**src/source/ctrl_pkg.sv**
```systemverilog
package ctrl_pkg;

    // Multicycle FSM states
    typedef enum logic [3:0] {
        S_FETCH     = 4'd0,
        S_DECODE    = 4'd1,  // Also precomputes the branch target
        S_MEM_ADDR  = 4'd2,
        S_MEM_READ  = 4'd3,
        S_MEM_WB    = 4'd4,
        S_MEM_WRITE = 4'd5,
        S_EXEC      = 4'd6,  // R-type execute
        S_ALU_WB    = 4'd7,
        S_BRANCH    = 4'd8,
        S_IMM_EXEC  = 4'd9,
        S_IMM_WB    = 4'd10,
        S_JUMP      = 4'd11
    } state_t;

    typedef enum logic [2:0] {
        ALU_ADD = 3'd0,
        ALU_SUB = 3'd1,
        ALU_AND = 3'd2,
        ALU_OR  = 3'd3,
        ALU_SLT = 3'd4,  // Signed
        ALU_SLL = 3'd5
    } alu_op_t;

    // ALU operand B source
    typedef enum logic [1:0] {
        SRCB_REG        = 2'd0, // B register or shamt
        SRCB_FOUR       = 2'd1,
        SRCB_IMM        = 2'd2,
        SRCB_BRANCH_OFS = 2'd3  // Sign-extended immediate times four
    } src_b_sel_t;

    // Next PC source
    typedef enum logic [1:0] {
        PCSRC_ALU    = 2'd0, // PC+4 straight from the ALU
        PCSRC_ALUOUT = 2'd1, // Branch target held in ALUOut
        PCSRC_JUMP   = 2'd2
    } pc_src_t;

endpackage

```
**src/source/isa_pkg.sv**
```systemverilog
package isa_pkg;

    typedef logic [31:0] word_t;    // Data or address word
    typedef logic [4:0]  reg_idx_t; // Register number

    // R format, register-register ops and shifts
    typedef struct packed {
        logic [5:0] opcode;
        reg_idx_t   rs;
        reg_idx_t   rt;
        reg_idx_t   rd;
        logic [4:0] shamt;
        logic [5:0] funct;
    } r_fmt_t;

    // I format, immediates, loads, stores, branches
    typedef struct packed {
        logic [5:0]  opcode;
        reg_idx_t    rs;
        reg_idx_t    rt;
        logic [15:0] imm;
    } i_fmt_t;

    // J format, word target inside the current 256 MB region
    typedef struct packed {
        logic [5:0]  opcode;
        logic [25:0] target;
    } j_fmt_t;

    // One instruction word seen through each format
    typedef union packed {
        r_fmt_t r;
        i_fmt_t i;
        j_fmt_t j;
    } instr_t;

    localparam logic [5:0] OP_RTYPE = 6'h00;
    localparam logic [5:0] OP_J     = 6'h02;
    localparam logic [5:0] OP_BEQ   = 6'h04;
    localparam logic [5:0] OP_BNE   = 6'h05;
    localparam logic [5:0] OP_ADDI  = 6'h08;
    localparam logic [5:0] OP_ANDI  = 6'h0c; // Zero-extended immediate
    localparam logic [5:0] OP_ORI   = 6'h0d; // Zero-extended immediate
    localparam logic [5:0] OP_LW    = 6'h23;
    localparam logic [5:0] OP_SW    = 6'h2b;

    localparam logic [5:0] FN_SLL = 6'h00;
    localparam logic [5:0] FN_ADD = 6'h20;
    localparam logic [5:0] FN_SUB = 6'h22;
    localparam logic [5:0] FN_AND = 6'h24;
    localparam logic [5:0] FN_OR  = 6'h25;
    localparam logic [5:0] FN_SLT = 6'h2a;

    localparam word_t START_ADDR = 32'h0000_0000; // Reset PC

endpackage

```
**src/source/alu.sv**
```systemverilog
`timescale 1ns/1ps

module alu import isa_pkg::*, ctrl_pkg::*; (
    input  word_t   a,
    input  word_t   b,
    input  alu_op_t op,
    output word_t   y,
    output logic    zero    // Used for branch compare
);

    always_comb begin
        case (op)
            ALU_ADD: y = a + b;
            ALU_SUB: y = a - b;
            ALU_AND: y = a & b;
            ALU_OR:  y = a | b;
            ALU_SLT: y = {31'b0, $signed(a) < $signed(b)};
            ALU_SLL: y = a << b[4:0];   // Shift amount from low bits only
            default: y = '0;
        endcase
    end

    assign zero = (y == '0);

endmodule

```
**src/source/control_fsm.sv**
```systemverilog
`timescale 1ns/1ps

module control_fsm import isa_pkg::*, ctrl_pkg::*; (
    input  logic       clk,
    input  logic       rst_n,
    input  instr_t     instr,         // Instruction register
    input  logic       alu_zero,
    output logic       pc_en,
    output logic       ir_write,
    output logic       dr_write,
    output logic       reg_write,
    output logic       alu_out_write,
    output logic       mem_write,
    output logic       ior_d,         // 1 selects ALUOut as memory address
    output logic       reg_dst,       // 1 writes rd, 0 writes rt
    output logic       mem_to_reg,    // 1 writes the data register
    output logic       alu_src_a,     // 1 selects A, 0 selects PC
    output logic       ext_sign,
    output logic       use_shamt,
    output alu_op_t    alu_op,
    output src_b_sel_t alu_src_b,
    output pc_src_t    pc_src
);

    state_t     state;
    state_t     state_nxt;
    logic [5:0] opcode;
    logic [5:0] funct;

    assign opcode = instr.r.opcode;
    assign funct  = instr.r.funct;

    always_ff @(posedge clk or negedge rst_n) begin
        if (!rst_n) state <= S_FETCH;
        else        state <= state_nxt;
    end

    // Next state, dispatch on opcode in decode
    always_comb begin
        state_nxt = S_FETCH;
        case (state)
            S_FETCH:  state_nxt = S_DECODE;
            S_DECODE: begin
                case (opcode)
                    OP_LW, OP_SW:            state_nxt = S_MEM_ADDR;
                    OP_RTYPE:                state_nxt = S_EXEC;
                    OP_ADDI, OP_ANDI, OP_ORI: state_nxt = S_IMM_EXEC;
                    OP_BEQ, OP_BNE:          state_nxt = S_BRANCH;
                    OP_J:                    state_nxt = S_JUMP;
                    default:                 state_nxt = S_FETCH; // Unknown opcode acts as nop
                endcase
            end
            S_MEM_ADDR: state_nxt = (opcode == OP_LW) ? S_MEM_READ : S_MEM_WRITE;
            S_MEM_READ: state_nxt = S_MEM_WB;
            S_EXEC:     state_nxt = S_ALU_WB;
            S_IMM_EXEC: state_nxt = S_IMM_WB;
            default:    state_nxt = S_FETCH; // Every last step returns to fetch
        endcase
    end

    // Control outputs, Moore style except branch pc_en and funct decode
    always_comb begin
        pc_en         = 1'b0;
        ir_write      = 1'b0;
        dr_write      = 1'b0;
        reg_write     = 1'b0;
        alu_out_write = 1'b0;
        mem_write     = 1'b0;
        ior_d         = 1'b0;
        reg_dst       = 1'b0;
        mem_to_reg    = 1'b0;
        alu_src_a     = 1'b0;
        ext_sign      = 1'b0;
        use_shamt     = 1'b0;
        alu_op        = ALU_ADD;
        alu_src_b     = SRCB_REG;
        pc_src        = PCSRC_ALU;
        case (state)
            S_FETCH: begin
                ir_write  = 1'b1;       // Latch instruction at PC
                alu_src_b = SRCB_FOUR;  // PC + 4
                pc_en     = 1'b1;
            end
            S_DECODE: begin
                alu_src_b     = SRCB_BRANCH_OFS; // PC+4 plus offset, ready for a branch
                alu_out_write = 1'b1;
            end
            S_MEM_ADDR: begin
                alu_src_a     = 1'b1;
                alu_src_b     = SRCB_IMM;
                ext_sign      = 1'b1;
                alu_out_write = 1'b1;  // Effective address
            end
            S_MEM_READ: begin
                ior_d    = 1'b1;
                dr_write = 1'b1;
            end
            S_MEM_WB: begin
                reg_write  = 1'b1;
                mem_to_reg = 1'b1;     // Load result to rt
            end
            S_MEM_WRITE: begin
                ior_d     = 1'b1;
                mem_write = 1'b1;
            end
            S_EXEC: begin
                alu_src_a     = 1'b1;
                alu_out_write = 1'b1;
                case (funct)
                    FN_SUB:  alu_op = ALU_SUB;
                    FN_AND:  alu_op = ALU_AND;
                    FN_OR:   alu_op = ALU_OR;
                    FN_SLT:  alu_op = ALU_SLT;
                    FN_SLL: begin
                        alu_op    = ALU_SLL;
                        use_shamt = 1'b1;  // rt shifted by shamt
                    end
                    default: alu_op = ALU_ADD;
                endcase
            end
            S_ALU_WB: begin
                reg_write = 1'b1;
                reg_dst   = 1'b1;
            end
            S_IMM_EXEC: begin
                alu_src_a     = 1'b1;
                alu_src_b     = SRCB_IMM;
                alu_out_write = 1'b1;
                ext_sign      = (opcode == OP_ADDI); // Logical immediates zero-extend
                case (opcode)
                    OP_ANDI: alu_op = ALU_AND;
                    OP_ORI:  alu_op = ALU_OR;
                    default: alu_op = ALU_ADD;
                endcase
            end
            S_IMM_WB: reg_write = 1'b1;
            S_BRANCH: begin
                alu_src_a = 1'b1;
                alu_op    = ALU_SUB;       // Compare rs and rt
                pc_src    = PCSRC_ALUOUT;
                pc_en     = (opcode == OP_BEQ &&  alu_zero) ||
                            (opcode == OP_BNE && !alu_zero);
            end
            S_JUMP: begin
                pc_src = PCSRC_JUMP;
                pc_en  = 1'b1;
            end
            default: ;
        endcase
    end

    // A store strobe only ever follows its address cycle
    a_store_after_addr: assert property (@(posedge clk) disable iff (!rst_n)
        mem_write |-> (state == S_MEM_WRITE) && ($past(state) == S_MEM_ADDR))
        else $error("mem_write outside the store sequence");

    a_state_legal: assert property (@(posedge clk) disable iff (!rst_n)
        state inside {S_FETCH, S_DECODE, S_MEM_ADDR, S_MEM_READ, S_MEM_WB, S_MEM_WRITE,
                      S_EXEC, S_ALU_WB, S_BRANCH, S_IMM_EXEC, S_IMM_WB, S_JUMP})
        else $error("FSM state out of range");

endmodule

```
**src/source/datapath.sv**
```systemverilog
`timescale 1ns/1ps

module datapath import isa_pkg::*, ctrl_pkg::*; (
    input  logic       clk,
    input  logic       rst_n,
    input  logic       pc_en,
    input  logic       ir_write,
    input  logic       dr_write,
    input  logic       reg_write,
    input  logic       alu_out_write,
    input  logic       ior_d,
    input  logic       reg_dst,
    input  logic       mem_to_reg,
    input  logic       alu_src_a,
    input  logic       ext_sign,
    input  logic       use_shamt,
    input  alu_op_t    alu_op,
    input  src_b_sel_t alu_src_b,
    input  pc_src_t    pc_src,
    input  word_t      r_data,
    output word_t      mem_addr,
    output word_t      w_data,
    output instr_t     instr,
    output logic       alu_zero
);

    word_t  pc;
    instr_t ir;
    word_t  dr;       // Load data
    word_t  a_reg;    // rs value
    word_t  b_reg;    // rt value
    word_t  alu_out;

    word_t    rf_rd0;
    word_t    rf_rd1;
    word_t    rf_wd;
    reg_idx_t rf_wa;

    word_t imm_ext;
    word_t branch_ofs;
    word_t jump_addr;
    word_t src_a;
    word_t src_b;
    word_t alu_y;
    word_t pc_nxt;

    always_ff @(posedge clk or negedge rst_n) begin
        if (!rst_n) begin
            pc      <= START_ADDR;
            ir      <= '0;
            dr      <= '0;
            a_reg   <= '0;
            b_reg   <= '0;
            alu_out <= '0;
        end else begin
            if (pc_en)         pc      <= pc_nxt;
            if (ir_write)      ir      <= r_data;
            if (dr_write)      dr      <= r_data;
            if (alu_out_write) alu_out <= alu_y;
            a_reg <= rf_rd0;  // Operand latches follow the IR fields every cycle
            b_reg <= rf_rd1;
        end
    end

    assign instr    = ir;
    assign mem_addr = ior_d ? alu_out : pc;   // Fetch or data access
    assign w_data   = b_reg;

    // Register file write port
    assign rf_wa = reg_dst ? ir.r.rd : ir.i.rt;
    assign rf_wd = mem_to_reg ? dr : alu_out;

    reg_file u_rf (
        .clk (clk),
        .we  (reg_write),
        .ra0 (ir.r.rs),
        .ra1 (ir.r.rt),
        .wa  (rf_wa),
        .wd  (rf_wd),
        .rd0 (rf_rd0),
        .rd1 (rf_rd1)
    );

    // Immediates
    assign imm_ext    = ext_sign ? {{16{ir.i.imm[15]}}, ir.i.imm} : {16'b0, ir.i.imm};
    assign branch_ofs = {{14{ir.i.imm[15]}}, ir.i.imm, 2'b00};
    assign jump_addr  = {pc[31:28], ir.j.target, 2'b00};  // PC already advanced past the j

    // sll takes rt as the shifted value
    assign src_a = !alu_src_a ? pc :
                   use_shamt  ? b_reg : a_reg;

    always_comb begin
        case (alu_src_b)
            SRCB_REG:        src_b = use_shamt ? {27'b0, ir.r.shamt} : b_reg;
            SRCB_FOUR:       src_b = 32'd4;
            SRCB_IMM:        src_b = imm_ext;
            SRCB_BRANCH_OFS: src_b = branch_ofs;
            default:         src_b = b_reg;
        endcase
    end

    alu u_alu (
        .a    (src_a),
        .b    (src_b),
        .op   (alu_op),
        .y    (alu_y),
        .zero (alu_zero)
    );

    always_comb begin
        case (pc_src)
            PCSRC_ALUOUT: pc_nxt = alu_out;    // Target from decode
            PCSRC_JUMP:   pc_nxt = jump_addr;
            default:      pc_nxt = alu_y;      // Sequential
        endcase
    end

    // Every PC source keeps word alignment
    a_pc_aligned: assert property (@(posedge clk) disable iff (!rst_n)
        pc[1:0] == 2'b00)
        else $error("PC not word aligned: %h", pc);

endmodule

```
**src/source/mips_multicycle.sv**
```systemverilog
`timescale 1ns/1ps

module mips_multicycle import isa_pkg::*, ctrl_pkg::*; (
    input  logic  clk,
    input  logic  rst_n,
    input  word_t r_data,   // Combinational read data for mem_addr
    output word_t mem_addr,
    output word_t w_data,
    output logic  wr_en     // Store strobe, sampled on the rising edge
);

    // Enables from the FSM
    logic pc_en;
    logic ir_write;
    logic dr_write;
    logic reg_write;
    logic alu_out_write;

    // Mux selects from the FSM
    logic       ior_d;
    logic       reg_dst;
    logic       mem_to_reg;
    logic       alu_src_a;
    logic       ext_sign;
    logic       use_shamt;
    alu_op_t    alu_op;
    src_b_sel_t alu_src_b;
    pc_src_t    pc_src;

    // Status back to the FSM
    instr_t instr;
    logic   alu_zero;

    control_fsm u_ctrl (
        .clk           (clk),
        .rst_n         (rst_n),
        .instr         (instr),
        .alu_zero      (alu_zero),
        .pc_en         (pc_en),
        .ir_write      (ir_write),
        .dr_write      (dr_write),
        .reg_write     (reg_write),
        .alu_out_write (alu_out_write),
        .mem_write     (wr_en),     // Straight out to memory
        .ior_d         (ior_d),
        .reg_dst       (reg_dst),
        .mem_to_reg    (mem_to_reg),
        .alu_src_a     (alu_src_a),
        .ext_sign      (ext_sign),
        .use_shamt     (use_shamt),
        .alu_op        (alu_op),
        .alu_src_b     (alu_src_b),
        .pc_src        (pc_src)
    );

    datapath u_dp (
        .clk           (clk),
        .rst_n         (rst_n),
        .pc_en         (pc_en),
        .ir_write      (ir_write),
        .dr_write      (dr_write),
        .reg_write     (reg_write),
        .alu_out_write (alu_out_write),
        .ior_d         (ior_d),
        .reg_dst       (reg_dst),
        .mem_to_reg    (mem_to_reg),
        .alu_src_a     (alu_src_a),
        .ext_sign      (ext_sign),
        .use_shamt     (use_shamt),
        .alu_op        (alu_op),
        .alu_src_b     (alu_src_b),
        .pc_src        (pc_src),
        .r_data        (r_data),
        .mem_addr      (mem_addr),
        .w_data        (w_data),
        .instr         (instr),
        .alu_zero      (alu_zero)
    );

endmodule

```
**src/source/reg_file.sv**
```systemverilog
`timescale 1ns/1ps

module reg_file import isa_pkg::*; (
    input  logic     clk,
    input  logic     we,
    input  reg_idx_t ra0,
    input  reg_idx_t ra1,
    input  reg_idx_t wa,
    input  word_t    wd,
    output word_t    rd0,
    output word_t    rd1
);

    word_t regs [32];

    // Register 0 is never written
    always_ff @(posedge clk) begin
        if (we && wa != '0) regs[wa] <= wd;
    end

    // Combinational reads, zero forced for register 0
    assign rd0 = (ra0 == '0) ? '0 : regs[ra0];
    assign rd1 = (ra1 == '0) ? '0 : regs[ra1];

endmodule

```
**config.mk**
```make
export PLATFORM = sky130hd
export DESIGN_NAME = mips_multicycle
export DESIGN_NICKNAME = d
export VERILOG_FILES = /design/src/source/ctrl_pkg.sv /design/src/source/isa_pkg.sv /design/src/source/alu.sv /design/src/source/control_fsm.sv /design/src/source/datapath.sv /design/src/source/mips_multicycle.sv /design/src/source/reg_file.sv
export SDC_FILE = /design/constraint.sdc
export NUM_CORES = 2
export LEC_CHECK = 0
export BUFFER_PORTS_ARGS = -buffer_cell sky130_fd_sc_hd__buf_4
export CAP_MARGIN = 25
export CELL_PAD_IN_SITES_DETAIL_PLACEMENT = 0
export CELL_PAD_IN_SITES_GLOBAL_PLACEMENT = 2
export CORE_MARGIN = 3
export CORE_UTILIZATION = 48
export DETAILED_ROUTE_END_ITERATION = 12
export GPL_TIMING_DRIVEN = 1
export PLACE_DENSITY_LB_ADDON = 0.25
export SLEW_MARGIN = 20
export SYNTH_ARGS = -nofsm -noshare
export SYNTH_HDL_FRONTEND = slang
export SYNTH_SLANG_ARGS = --single-unit
```
**constraint.sdc**
```tcl
create_clock -name clk -period 10 [get_ports clk]
set_clock_uncertainty 0.15 [all_clocks]
set_input_delay 1 -clock clk [delete_from_list [all_inputs] [get_ports clk]]
set_output_delay 1 -clock clk [all_outputs]
set_load 0.1 [all_outputs]
```
==> impl_results.md <==
- Outcome: complete, no violations
- Post-synthesis cell area: around 0.064 mm²
- Worst-Skew Late Latency: 0.79 ns
- Global-route wire length before repair: roughly 310 mm
- Routed WL per cell: between 30 and 40 µm
- # Post-CTS Setup Buffers: 0
- Fin. max-slew vios: 0
- CTS Hold Bufs: 0
- CP endpoint kind: flip-flop
- Layout area overhead: 11.6%
- Post-synth top area share: ~48%
- Mean area per synthesized cell: 15.2 µm²
- Commonest non-fill, non-tap cell in the layout: edfxtp_1
- Yosys top cell by area: edfxtp_1
- Total grt overflow: 0
- RSZ-0062 raised after global routing: no
- Simple-gate area share of the yosys netlist: under 10%
- Core Footprint: ~0.13 mm²
- Setup TNS: 0 ns
- Die width: 371 µm
- Initial Util: between 40% and 50%
- Max reg flops: around 1000
- Tot GR Track Use: between 30% and 40%
- Worst-path cell chain: or3b_2, buf_4, a21oi_1, a211oi_1, inv_1, ha_1, inv_1, fa_1, nor2b_1, o211ai_1, o211ai_1, a22oi_1, a221oi_1, o22ai_1, or4_1, or4b_1, or4_1, or4_1, nor3_2, mux2i_1, nand2_4, mux2_1
- Setup CP Type: reg -> reg
- FFs w/ async S/R, synth: between 15 and 20%
- Clk sinks: roughly 1200
- Most frequent cells in the layout: edfxtp_1 (1024), mux4_2 (563), nor2_1 (266)
- EDFF count, synth: between 1000 and 1500
- Share of layout cells above drive strength 1: between 20% and 30%
- Slowest stage cell, crit path: dfrtp_1
- Diode count: 0
- CTS tree: done
- Largest family of logic cells by synthesized area: multiplexers
- Number of antenna violations at the first check in global routing: 4
- Drt first pass iters: 6
- Largest register by flop count: u_dp.u_rf.regs
- Cells on worst reg2reg path: 22
- Clk pin slew, worst setup/hold paths: approximately 0.060 ns
- Synth Area in Compound Gates: around 8%
- Initial DRC Count: between 6000 and 7000
- Max-Cap Viols: 0
- Final instance area: 0.0715 mm²
- RePlAce Congestion: approximately 1.0
- Max_slew headroom: 25.6%
- DRC: 0
- Vias: about 42000
- Synth area leaders: edfxtp_1 (48%), mux4_2 (20%), dfrtp_1 (7.7%)
- Critical Path Start Type: flip-flop
- Number of hold violations in the final report: 0
- Data arrival, critical path: 9.38 ns
- Largest net degree at the start of global routing: 140
- Vias in the first global route: approximately 41000
- Max Freq: 0.113 GHz
- Minimum clock period: a little under 9 ns
- # IOs: 99
- WP data required: 10.50 ns
- Final setup viols: 0
- Hold WC Path Type: in -> async
- Sequential fraction of the synthesis area: 55.6%
- Reg2Reg Setup Slack: between 1 and 1.5 ns
- H-tree depth: 4
- Crit path max fanout: 28
- Root Buffer: clkbuf_16
- # rows: around 130
- Die area: 0.138 mm²
- Post-CTS sizing: 0
- YS warnings: 0
- Nets@finish: 4415
- Multiplexer share of the synthesized area: between 20% and 30%
- Cell variety after synth: 98
- Reg2reg end: u_dp.pc[20]
- Largest stage delay, worst path: about 0.95 ns
- Final clock period utilization by the worst path: roughly nine tenths
- Post-route ant nets: 0
- Post-synthesis xor/xnor area fraction: less than 1%
- Post-synthesis cell count: roughly 4200
- DP Area: between 0.06 and 0.07 mm²
- Via density: 6.91
- Critical R2R Launch: u_ctrl.state[3]
- Worst Max-Slew Pin Slew: approximately 1.1 ns
- Die Height: ~370 µm
- Port Buf Inserts: ~100
- # fillers: around 11000
- Post-DP HPWL: ~140 mm
- Total routed wirelength: approximately 220 mm
- Total CTS buffers: 132
- Ys flop type: edfxtp_1
- Longest Clk Path Bufs: 3
- Most frequent CP cell: or4_1
- Adder-Cell Fraction of Synth Area: between 2 and 2.5%
- FF+latch count, synth: roughly 1200
layout make-up:
cell class | count | area [µm²] | area share [%]
flip-flops and latches | 1220 | 35700 | 49.9
well taps | 1755 | 2200 | 3.07
multi-input cells | 2590 | 27200 | 38.0
repair buffers | 221 | 1780 | 2.50
clock buffers | 175 | 3580 | 5.00
clock inverters | 63 | 648 | 0.906
inverters | 109 | 410 | 0.574
worst max-delay path by stage:
stage	startpoint	end	slack, ns
2_1_floorplan	u_dp.instr[2]	u_dp.pc[10]	1.97
6_report	u_ctrl.state[3]	u_dp.pc[20]	1.12
3_5_place_dp	u_ctrl.state[3]	u_dp.pc[9]	1.27
5_1_grt	u_ctrl.state[3]	u_dp.pc[14]	0.67
3_3_place_gp	u_ctrl.state[3]	u_dp.pc[9]	1.35
4_1_cts	u_ctrl.state[3]	u_dp.pc[20]	1.22
critical path, delay by kind of cell (launching register included):
kind | cells | cell delay (ns)
simple gates | 8 | 3.64
buf+inv | 3 | 0.63
compound gates | 7 | 2.13
flops | 1 | 0.95
mux | 2 | 0.77
fa+ha+maj | 2 | 0.47
cells in the mapped netlist (12+ instances only):
library cell	n
o31ai_1	15
a221oi_1	35
nand3_1	53
edfxtp_1	1024
nor2b_1	22
nor2_1	301
or2_2	18
mux2i_1	210
a22oi_1	20
o21bai_1	14
buf_1	77
nand2_1	105
dfrtp_1	196
ha_1	105
nand2b_1	18
mux2_2	149
clkbuf_1	239
a21o_1	25
mux4_2	563
mux2_1	16
a31oi_1	18
o21ai_0	135
nor3_1	82
o22ai_1	48
and3_1	14
o221ai_1	39
nor4_1	22
o211ai_1	43
nand4_1	34
a21oi_1	213
or3_1	12
a211oi_1	46
inv_1	106
cells by family after synthesis:
| family | Yosys count |
|---|---|
| fa+ha+maj | 107 |
| xor+xnor | 7 |
| other cells | 1 |
| buf+inv | 438 |
| flops | 1220 |
| mux | 942 |
| simple gates | 732 |
| compound gates | 770 |
metrics by stage:
step	utilization (%)	instances	hold WS, ns	setup WS, ns
3_5_place_dp	51.0	5893	0.342	1.27
2_1_floorplan	-	4248	0.325	1.97
5_1_grt	54.2	6133	0.132	0.674
4_1_cts	54.2	6131	0.0769	1.22
3_3_place_gp	50.9	5890	0.334	1.35
6_report	54.2	6133	0.0917	1.12
routing by layer:
layer	vias up	part of all wire, %	GRT usage [%]
met3	406	8.9	5.79
met4	2	3.8	11.4
li1	17306	-	-
met1	22366	40	45.1
met2	2307	47	50.9
met5	-	0.0090	0
Power is left out: the tool's default activity adds up to more than one toggle a clock period on the data nets, which glitch-free logic cannot reach.
